==> src/logic/memtest_pkg.sv <==
`default_nettype none

////////////////////////////////////////////////////////////////////////////
// Shared types for the memory test subsystem
////////////////////////////////////////////////////////////////////////////

package memtest_pkg;

    // Data path widths
    typedef logic [15:0] word_t;          // One memory word
    typedef logic [31:0] count_t;         // Pass or fail tally
    typedef logic [15:0] seconds_t;       // Binary elapsed seconds
    typedef logic [15:0] bcd_minutes_t;   // Four BCD digits of minutes

    // Config register index
    typedef logic [1:0] cfg_addr_t;

    localparam cfg_addr_t cfg_ctrl_addr  = 2'd0;  // Bit 0 is run
    localparam cfg_addr_t cfg_seed_addr  = 2'd1;  // LFSR start value
    localparam cfg_addr_t cfg_fault_addr = 2'd2;  // Stuck-at-one mask

    // Index 3 is unmapped, writes there are dropped

    // Tester FSM
    typedef enum logic [1:0] {
        idle,          // Waiting for run
        write_phase,   // Filling memory with the pattern
        read_phase,    // Reading back, plus one drain cycle
        finish         // Counters updated, pass_done high
    } tester_state_t;

endpackage

`default_nettype wire

==> src/logic/mem_bus_if.sv <==
`default_nettype none
`timescale 1ns/1ps

// Tester to RAM bus, write on we, rdata one cycle after re
interface mem_bus_if import memtest_pkg::*; #(
    parameter int addr_width = 8
) ();

    logic [addr_width-1:0] addr;   // Word address
    word_t                 wdata;  // Write data
    logic                  we;     // Write strobe
    logic                  re;     // Read strobe
    word_t                 rdata;  // Registered read data

    // Pattern tester side
    modport tester (
        output addr, wdata, we, re,
        input  rdata
    );

    // RAM side
    modport memory (
        input  addr, wdata, we, re,
        output rdata
    );

endinterface

`default_nettype wire

==> src/logic/test_config.sv <==
`default_nettype none
`timescale 1ns/1ps

////////////////////////////////////////////////////////////////////////////
// Config registers written by single-cycle strobes
////////////////////////////////////////////////////////////////////////////

module test_config import memtest_pkg::*; (
    input  logic      clk_gui,
    input  logic      timer_reset,
    input  logic      cfg_write,    // Write strobe, always accepted
    input  cfg_addr_t cfg_addr,     // Register index
    input  word_t     cfg_wdata,    // Write data
    output logic      run,          // Control bit 0
    output word_t     seed,         // Pattern seed
    output word_t     fault_mask    // Stuck-at-one bits
);

    word_t seed_wdata;

    // All-zero seed would freeze the LFSR
    assign seed_wdata = (cfg_wdata == '0) ? word_t'(1) : cfg_wdata;

    always_ff @(posedge clk_gui) begin
        if (timer_reset) begin
            run        <= 1'b0;
            seed       <= '0;
            fault_mask <= '0;   // No faults injected
        end else if (cfg_write) begin
            case (cfg_addr)
                cfg_ctrl_addr: begin
                    run <= cfg_wdata[0];   // Other control bits ignored
                end
                cfg_seed_addr: begin
                    seed <= seed_wdata;
                end
                cfg_fault_addr: begin
                    fault_mask <= cfg_wdata;
                end
                default: begin
                    // Unmapped index, nothing to store
                end
            endcase
        end
    end

    // Outputs come straight from the flops
    // so every write shows one cycle after its strobe

endmodule

`default_nettype wire

==> src/logic/pattern_tester.sv <==
`default_nettype none
`timescale 1ns/1ps

////////////////////////////////////////////////////////////////////////////
// Write / read / compare sweep over the test RAM
////////////////////////////////////////////////////////////////////////////

module pattern_tester import memtest_pkg::*; #(
    parameter int addr_width = 8
) (
    input  logic      clk_gui,
    input  logic      timer_reset,
    input  logic      run,          // Keep sweeping while high
    input  word_t     seed,         // Sampled at pass start
    mem_bus_if.tester bus,
    output count_t    pass_count,
    output count_t    fail_count,
    output logic      pass_done,    // One cycle per finished pass
    output logic      busy
);

    localparam int depth = 2 ** addr_width;
    localparam logic [addr_width:0] last_word  = (addr_width + 1)'(depth - 1);
    localparam logic [addr_width:0] drain_step = (addr_width + 1)'(depth);

    tester_state_t       state;
    logic [addr_width:0] step_q;       // Extra top bit marks the drain cycle
    word_t               lfsr_q;       // Current pattern word
    word_t               lfsr_next;
    word_t               seed_q;       // Seed of the running pass
    word_t               exp_q;        // Expected word for rdata
    logic                cmp_valid_q;  // rdata holds a read result
    logic                err_q;        // Sticky mismatch of this pass
    logic                mismatch;
    logic                pass_bad;
    logic                start_pass;

    // Fibonacci LFSR, taps 16 14 13 11, shift left
    assign lfsr_next = {lfsr_q[14:0], lfsr_q[15] ^ lfsr_q[13] ^ lfsr_q[12] ^ lfsr_q[10]};

    assign start_pass = run && ((state == idle) || (state == finish));

    // Bus drive
    assign bus.addr  = step_q[addr_width-1:0];
    assign bus.wdata = lfsr_q;                              // Address k gets k-th LFSR state
    assign bus.we    = (state == write_phase);
    assign bus.re    = (state == read_phase) && !step_q[addr_width];  // Not in drain cycle

    assign mismatch  = cmp_valid_q && (bus.rdata != exp_q);
    assign pass_bad  = err_q || mismatch;                   // Includes the last word
    assign pass_done = (state == finish);
    assign busy      = (state != idle);

    ////////////////////////////////////////////////////////////////////////
    // Pattern generation

    always_ff @(posedge clk_gui) begin
        if (start_pass) begin
            seed_q <= seed;
            lfsr_q <= seed;                 // Address 0 holds the seed
        end else if ((state == write_phase) && (step_q == last_word)) begin
            lfsr_q <= seed_q;               // Rewind for the read sweep
        end else if (bus.we || bus.re) begin
            lfsr_q <= lfsr_next;
        end
    end

    // Delay the expected word to line up with rdata
    always_ff @(posedge clk_gui) begin
        if (bus.re) begin
            exp_q <= lfsr_q;
        end
    end

    ////////////////////////////////////////////////////////////////////////
    // Sweep FSM and tallies

    always_ff @(posedge clk_gui) begin
        if (timer_reset) begin
            state       <= idle;
            step_q      <= '0;
            cmp_valid_q <= 1'b0;
            err_q       <= 1'b0;
            pass_count  <= '0;
            fail_count  <= '0;
        end else begin
            cmp_valid_q <= bus.re;   // Read latency of one
            case (state)
                idle, finish: begin
                    step_q <= '0;
                    err_q  <= 1'b0;
                    state  <= start_pass ? write_phase : idle;  // Back to back while run
                end
                write_phase: begin
                    if (step_q == last_word) begin
                        state  <= read_phase;
                        step_q <= '0;
                    end else begin
                        step_q <= step_q + 1'b1;
                    end
                end
                read_phase: begin
                    if (mismatch) begin
                        err_q <= 1'b1;
                    end
                    if (step_q == drain_step) begin
                        state <= finish;    // Last compare happens here
                        if (pass_bad) begin
                            fail_count <= fail_count + 1'b1;
                        end else begin
                            pass_count <= pass_count + 1'b1;
                        end
                    end else begin
                        step_q <= step_q + 1'b1;
                    end
                end
                default: begin
                    state <= idle;
                end
            endcase
        end
    end

endmodule

`default_nettype wire

==> src/logic/test_ram.sv <==
`default_nettype none
`timescale 1ns/1ps

// Stand-in for the SDRAM chip, single port with registered read
module test_ram import memtest_pkg::*; #(
    parameter int addr_width = 8
) (
    input  logic      clk_gui,
    input  word_t     fault_mask,   // Ones model stuck-at-one cells
    mem_bus_if.memory bus
);

    localparam int depth = 2 ** addr_width;

    word_t mem [depth];
    word_t mask_q;                  // Mask in force for this write sweep

    // Frozen while the tester writes, so a mask change lands on the next pass
    always_ff @(posedge clk_gui) begin
        if (!bus.we) begin
            mask_q <= fault_mask;
        end
    end

    ////////////////////////////////////////////////////////////////////////
    // Storage

    always_ff @(posedge clk_gui) begin
        if (bus.we) begin
            mem[bus.addr] <= bus.wdata | mask_q;   // Faulty bits read back as one
        end
        if (bus.re) begin
            bus.rdata <= mem[bus.addr];           // Valid the next cycle
        end
    end

endmodule

`default_nettype wire

==> src/logic/elapsed_timer.sv <==
`default_nettype none
`timescale 1ns/1ps

////////////////////////////////////////////////////////////////////////////
// Elapsed run time, binary seconds and BCD minutes
////////////////////////////////////////////////////////////////////////////

module elapsed_timer import memtest_pkg::*; #(
    parameter int clk_gui_hz = 27500000
) (
    input  logic         clk_gui,
    input  logic         timer_reset,
    output seconds_t     secs,
    output bcd_minutes_t mins
);

    localparam logic [31:0] sec_max = 32'(clk_gui_hz - 1);
    localparam logic [31:0] min_max = 32'(clk_gui_hz * 60 - 1);

    logic [31:0] sec_cnt;   // Cycles into the current second
    logic [31:0] min_cnt;   // Cycles into the current minute

    // Add one to a four digit BCD value, 9999 rolls to 0000
    function automatic bcd_minutes_t bcd_inc(input bcd_minutes_t value);
        bcd_minutes_t result;
        logic         carry;
        result = value;
        carry  = 1'b1;
        for (int d = 0; d < 4; d++) begin
            if (carry) begin
                if (result[d*4 +: 4] == 4'd9) begin
                    result[d*4 +: 4] = 4'd0;      // Carry into next digit
                end else begin
                    result[d*4 +: 4] = result[d*4 +: 4] + 4'd1;
                    carry            = 1'b0;
                end
            end
        end
        return result;
    endfunction

    // Seconds
    always_ff @(posedge clk_gui) begin
        if (timer_reset) begin
            sec_cnt <= '0;
            secs    <= '0;
        end else if (sec_cnt == sec_max) begin
            sec_cnt <= '0;
            secs    <= secs + 1'b1;   // Wraps at 65535
        end else begin
            sec_cnt <= sec_cnt + 1'b1;
        end
    end

    // Minutes, kept apart from the seconds counter
    always_ff @(posedge clk_gui) begin
        if (timer_reset) begin
            min_cnt <= '0;
            mins    <= '0;
        end else if (min_cnt == min_max) begin
            min_cnt <= '0;
            mins    <= bcd_inc(mins);
        end else begin
            min_cnt <= min_cnt + 1'b1;
        end
    end

endmodule

`default_nettype wire

==> src/logic/memtest_top.sv <==
`default_nettype none
`timescale 1ns/1ps

////////////////////////////////////////////////////////////////////////////
// Memory test subsystem, everything on clk_gui
////////////////////////////////////////////////////////////////////////////

module memtest_top import memtest_pkg::*; #(
    parameter int addr_width = 8,          // RAM depth is 2**addr_width
    parameter int clk_gui_hz = 27500000    // Cycles per second
) (
    input  logic         clk_gui,
    input  logic         timer_reset,
    input  logic         cfg_write,
    input  cfg_addr_t    cfg_addr,
    input  word_t        cfg_wdata,
    output count_t       pass_count,
    output count_t       fail_count,
    output logic         pass_done,
    output logic         busy,
    output seconds_t     secs,
    output bcd_minutes_t mins
);

    logic  run;
    word_t seed;
    word_t fault_mask;

    mem_bus_if #(.addr_width(addr_width)) mem_bus ();

    // Register block
    test_config u_config (
        .clk_gui     (clk_gui),
        .timer_reset (timer_reset),
        .cfg_write   (cfg_write),
        .cfg_addr    (cfg_addr),
        .cfg_wdata   (cfg_wdata),
        .run         (run),
        .seed        (seed),
        .fault_mask  (fault_mask)
    );

    pattern_tester #(.addr_width(addr_width)) u_tester (
        .clk_gui     (clk_gui),
        .timer_reset (timer_reset),
        .run         (run),
        .seed        (seed),
        .bus         (mem_bus.tester),
        .pass_count  (pass_count),
        .fail_count  (fail_count),
        .pass_done   (pass_done),
        .busy        (busy)
    );

    // Memory under test
    test_ram #(.addr_width(addr_width)) u_ram (
        .clk_gui     (clk_gui),
        .fault_mask  (fault_mask),
        .bus         (mem_bus.memory)
    );

    elapsed_timer #(.clk_gui_hz(clk_gui_hz)) u_timer (
        .clk_gui     (clk_gui),
        .timer_reset (timer_reset),
        .secs        (secs),
        .mins        (mins)
    );

endmodule

`default_nettype wire

==> config.mk <==
export PLATFORM = sky130hd
export DESIGN_NAME = memtest_top
export DESIGN_NICKNAME = d
export VERILOG_FILES = /design/src/logic/memtest_pkg.sv /design/src/logic/mem_bus_if.sv /design/src/logic/test_config.sv /design/src/logic/pattern_tester.sv /design/src/logic/test_ram.sv /design/src/logic/elapsed_timer.sv /design/src/logic/memtest_top.sv
export SDC_FILE = /design/constraint.sdc
export NUM_CORES = 2
export LEC_CHECK = 0
export BUFFER_PORTS_ARGS = -buffer_cell sky130_fd_sc_hd__clkbuf_2
export CORE_ASPECT_RATIO = 1.2
export CORE_UTILIZATION = 65
export CTS_CLUSTER_DIAMETER = 60
export DETAILED_ROUTE_END_ITERATION = 16
export PLACE_DENSITY = 0.81
export SKIP_CTS_REPAIR_TIMING = 1
export SYNTH_ARGS = -nofsm -noshare
export SYNTH_HDL_FRONTEND = slang
export SYNTH_SLANG_ARGS = --single-unit
==> constraint.sdc <==
create_clock -name clk_gui -period 6.4 [get_ports clk_gui]
set_clock_uncertainty 0.1 [all_clocks]
set_input_delay 1.92 -clock clk_gui [delete_from_list [all_inputs] [get_ports clk_gui]]
set_output_delay 1.92 -clock clk_gui [all_outputs]
set_load 0.02 [all_outputs]
==> flow_summary.yaml <==
status:
  status: "finished, violations left"
  violations: "capacitance limit, slew limit"
final_layout:
  finish.utilization: 0.730
  areaGrowthSynthToFinish_pct: 11.5
  post-route-cell-area_sq_um: 186000
  fill_cells: 12900
  fin_cells: 12100
  drive_gt1_frac: 0.250
  layout.nets: 8404
critical_path:
  slowest_delay_ps: 1220
  worstSetupEndpointType: "flip-flop"
  critPathRequiredTime_ps: 6930
  crit_path_start: "u_tester.step_q[1]"
  worst-setup-path-type: "reg2reg"
  slowest_stage: "o41ai_1"
  crit_arrival_ps: 5950
  cp.depth: 8
  crit_family: "compound AO/OA/AOI/OAI gates"
  crit_chain: "buf_4 -> buf_4 -> mux4_2 -> a22oi_1 -> a21oi_1 -> o41ai_1 -> buf_4 -> nand4_1"
  crit_path_end: "u_ram.bus.rdata[6]"
  worst-path-buf-inv: 3
  timing.rr.start: "u_tester.step_q[1]"
  cp_max_fo: 56
  crit_top_cell: "buf_4"
  reg2reg_to: "u_ram.bus.rdata[6]"
  worstRegToRegCells: 8
  startpoint_type: "flip-flop"
  rrSetupSlack_ps: 970
grt:
  grt_usage: 0.362
  grt_start_max_net_pins: 230
  grt-ovfl-total: 0
  grt_pass1_wl_um: 660000
  first_global_vias: 89900
  antenna_found_initial: 22
logic_synthesis:
  synth.distinct_cells: 58
  syn_inst: 7968
  netlist_top_cells_area: "edfxtp_1 75%, mux4_2 14%, dfxtp_1 2.5%"
  yosysSeqAreaShare: 0.776
  synth_common_cells: "4176 x edfxtp_1, 1024 x mux4_2, 512 x a22oi_1, 385 x nor2_1, 343 x a21oi_1"
  syn-cell-area_sq_um: 167000
  synth_top_area_frac: 0.751
  yosysTopAreaCell: "edfxtp_1"
  synth.avg_cell_area_sq_um: 21.0
  synth_ff_type: "edfxtp_1"
  synth-edff-count: 4176
  yosys_warnings: 0
  ys_ff_latch: 4382
  yosysMostFrequentCell: "edfxtp_1"
  async_flop_share: 0
  synth_nets: 8004
clocking:
  cts_tree: "yes"
  cts_root_buf: "clkbuf_16"
  cts.sinks: 4382
  clk_latency_ps: 960
  ctsLongestPathBuffers: 4
  cts_made_buffers: 400
  clk_pin_slew_ps: 70
  htreeDepth: 5
route:
  route.detailed.drc: 0
  first_iter_violations: 15500
  num_vias: 90800
  routed_wl_um: 466000
  firstDrtPassIters: 6
  drt-vias-per-instance: 7.51
  wl_per_cell_um: 38.5
  final_antenna_net_count: 0
die:
  initial_core_util: 0.654
  dieArea_sq_um: 259000
  die_h_um: 557
  pin_count: 119
  design.core.area_sq_um: 255000
  die_w_um: 465
  rows: 203
timing:
  slew_viol_final: 207
  holdWs_ps: 342
  min_period_ps: 5430
  setup_viol: 0
  tightest_slew_ps: 1680
  final_hold_viol_count: 0
  final.period_utilization: 0.848
  final.setup.worst_slack_ps: 973
  totalNegativeSetupSlack_ps: 0
  rsz0062_at_grt: "false"
  slew-limit-headroom: -0.117
  timing.fmax_ghz: 0.184
place:
  io_buffers: 118
  placed_cells: 11300
  pre_cts_slack_ps: 1180
  place_congestion: 0.887
  placed_area_sq_um: 173000
  post-dp-hpwl_um: 242000
pwr:
  power_density_nw_per_um2: 331
  total_power_mw: 61.6
  peakVddDrop_mv: 0.381
  p_leak_nw: 56.5
hold_path:
  min_path_type: "reg2reg"
flow_run:
  drv_cap: 1
==> layout make-up <==
cell class | count | area [sq um] | area share
flip-flops and latches | 4382 | 130000 | 0.696
multi-input cells | 3078 | 35800 | 0.192
clock buffers | 477 | 10400 | 0.0561
well taps | 3382 | 4230 | 0.0227
repair buffers | 471 | 3700 | 0.0199
clock inverters | 254 | 2340 | 0.0126
inverters | 35 | 131 | 0.000705
diodes | 13 | 32.5 | 0.000175
==> state kept, by name, indices dropped and copies added (netlist names), 9 cells and up <==
name	flops
u_ram.mask_q	16
u_config.seed	16
u_tester.seed_q	16
u_tester.pass_count	32
u_config.fault_mask	16
u_tester.step_q	9
u_ram.mem	4096
u_tester.fail_count	32
u_tester.exp_q	16
u_ram.bus.rdata	16
u_timer.mins	16
u_timer.secs	16
u_tester.bus.wdata	16
u_timer.sec_cnt	32
u_timer.min_cnt	32
==> cells by family after synthesis <==
kind of cell | Yosys count | share of synthesized area
multiplexers | 1046 | 0.139
AO/OA/AOI/OAI | 1006 | 0.0397
XOR/XNOR | 126 | 0.00661
AND/OR/NAND/NOR | 885 | 0.0253
buffers and inverters | 508 | 0.0123
flip-flops | 4382 | 0.776
adder cells (fa/ha/maj) | 15 | 0.00112
==> cells in the final DEF, fill, tap and decap left out, types with 117 or more instances in the layout <==
| cell | count |
|---|---|
| dfxtp_1 | 204 |
| buf_4 | 315 |
| clkbuf_16 | 407 |
| clkbuf_2 | 117 |
| mux4_2 | 1024 |
| nand2_1 | 157 |
| nor2_1 | 338 |
| a22oi_1 | 512 |
| a21oi_1 | 343 |
| edfxtp_1 | 4176 |
==> power by group <==
group	total [mW]	leakage, nW	switching [mW]	internal (mW)
combinational	3.86	11.1	3.27	0.588
sequential	33.8	39.1	0.117	33.7
clock	23.9	6.21	10.7	13.2
==> how the worst min path moves through the flow <==
stage                       startpoint          endpoint  slack [ps]  depth (start not counted)
6_report       u_config.fault_mask[15]  u_ram.mask_q[15]         340                          0
4_1_cts        u_config.fault_mask[15]  u_ram.mask_q[15]         340                          0
2_1_floorplan   u_config.fault_mask[0]   u_ram.mask_q[0]         310                          0
5_1_grt        u_config.fault_mask[15]  u_ram.mask_q[15]         350                          0
3_3_place_gp    u_config.fault_mask[7]   u_ram.mask_q[7]         310                          0
3_5_place_dp   u_config.fault_mask[11]  u_ram.mask_q[11]         320                          0
==> metal layers <==
layer | track usage | share of wire
met5 | 0.000185 | 0.00038
met4 | 0.235 | 0.082
met3 | 0.0867 | 0.12
met2 | 0.570 | 0.48
met1 | 0.456 | 0.31
No activity file was read; power rests on OpenSTA's default activity.
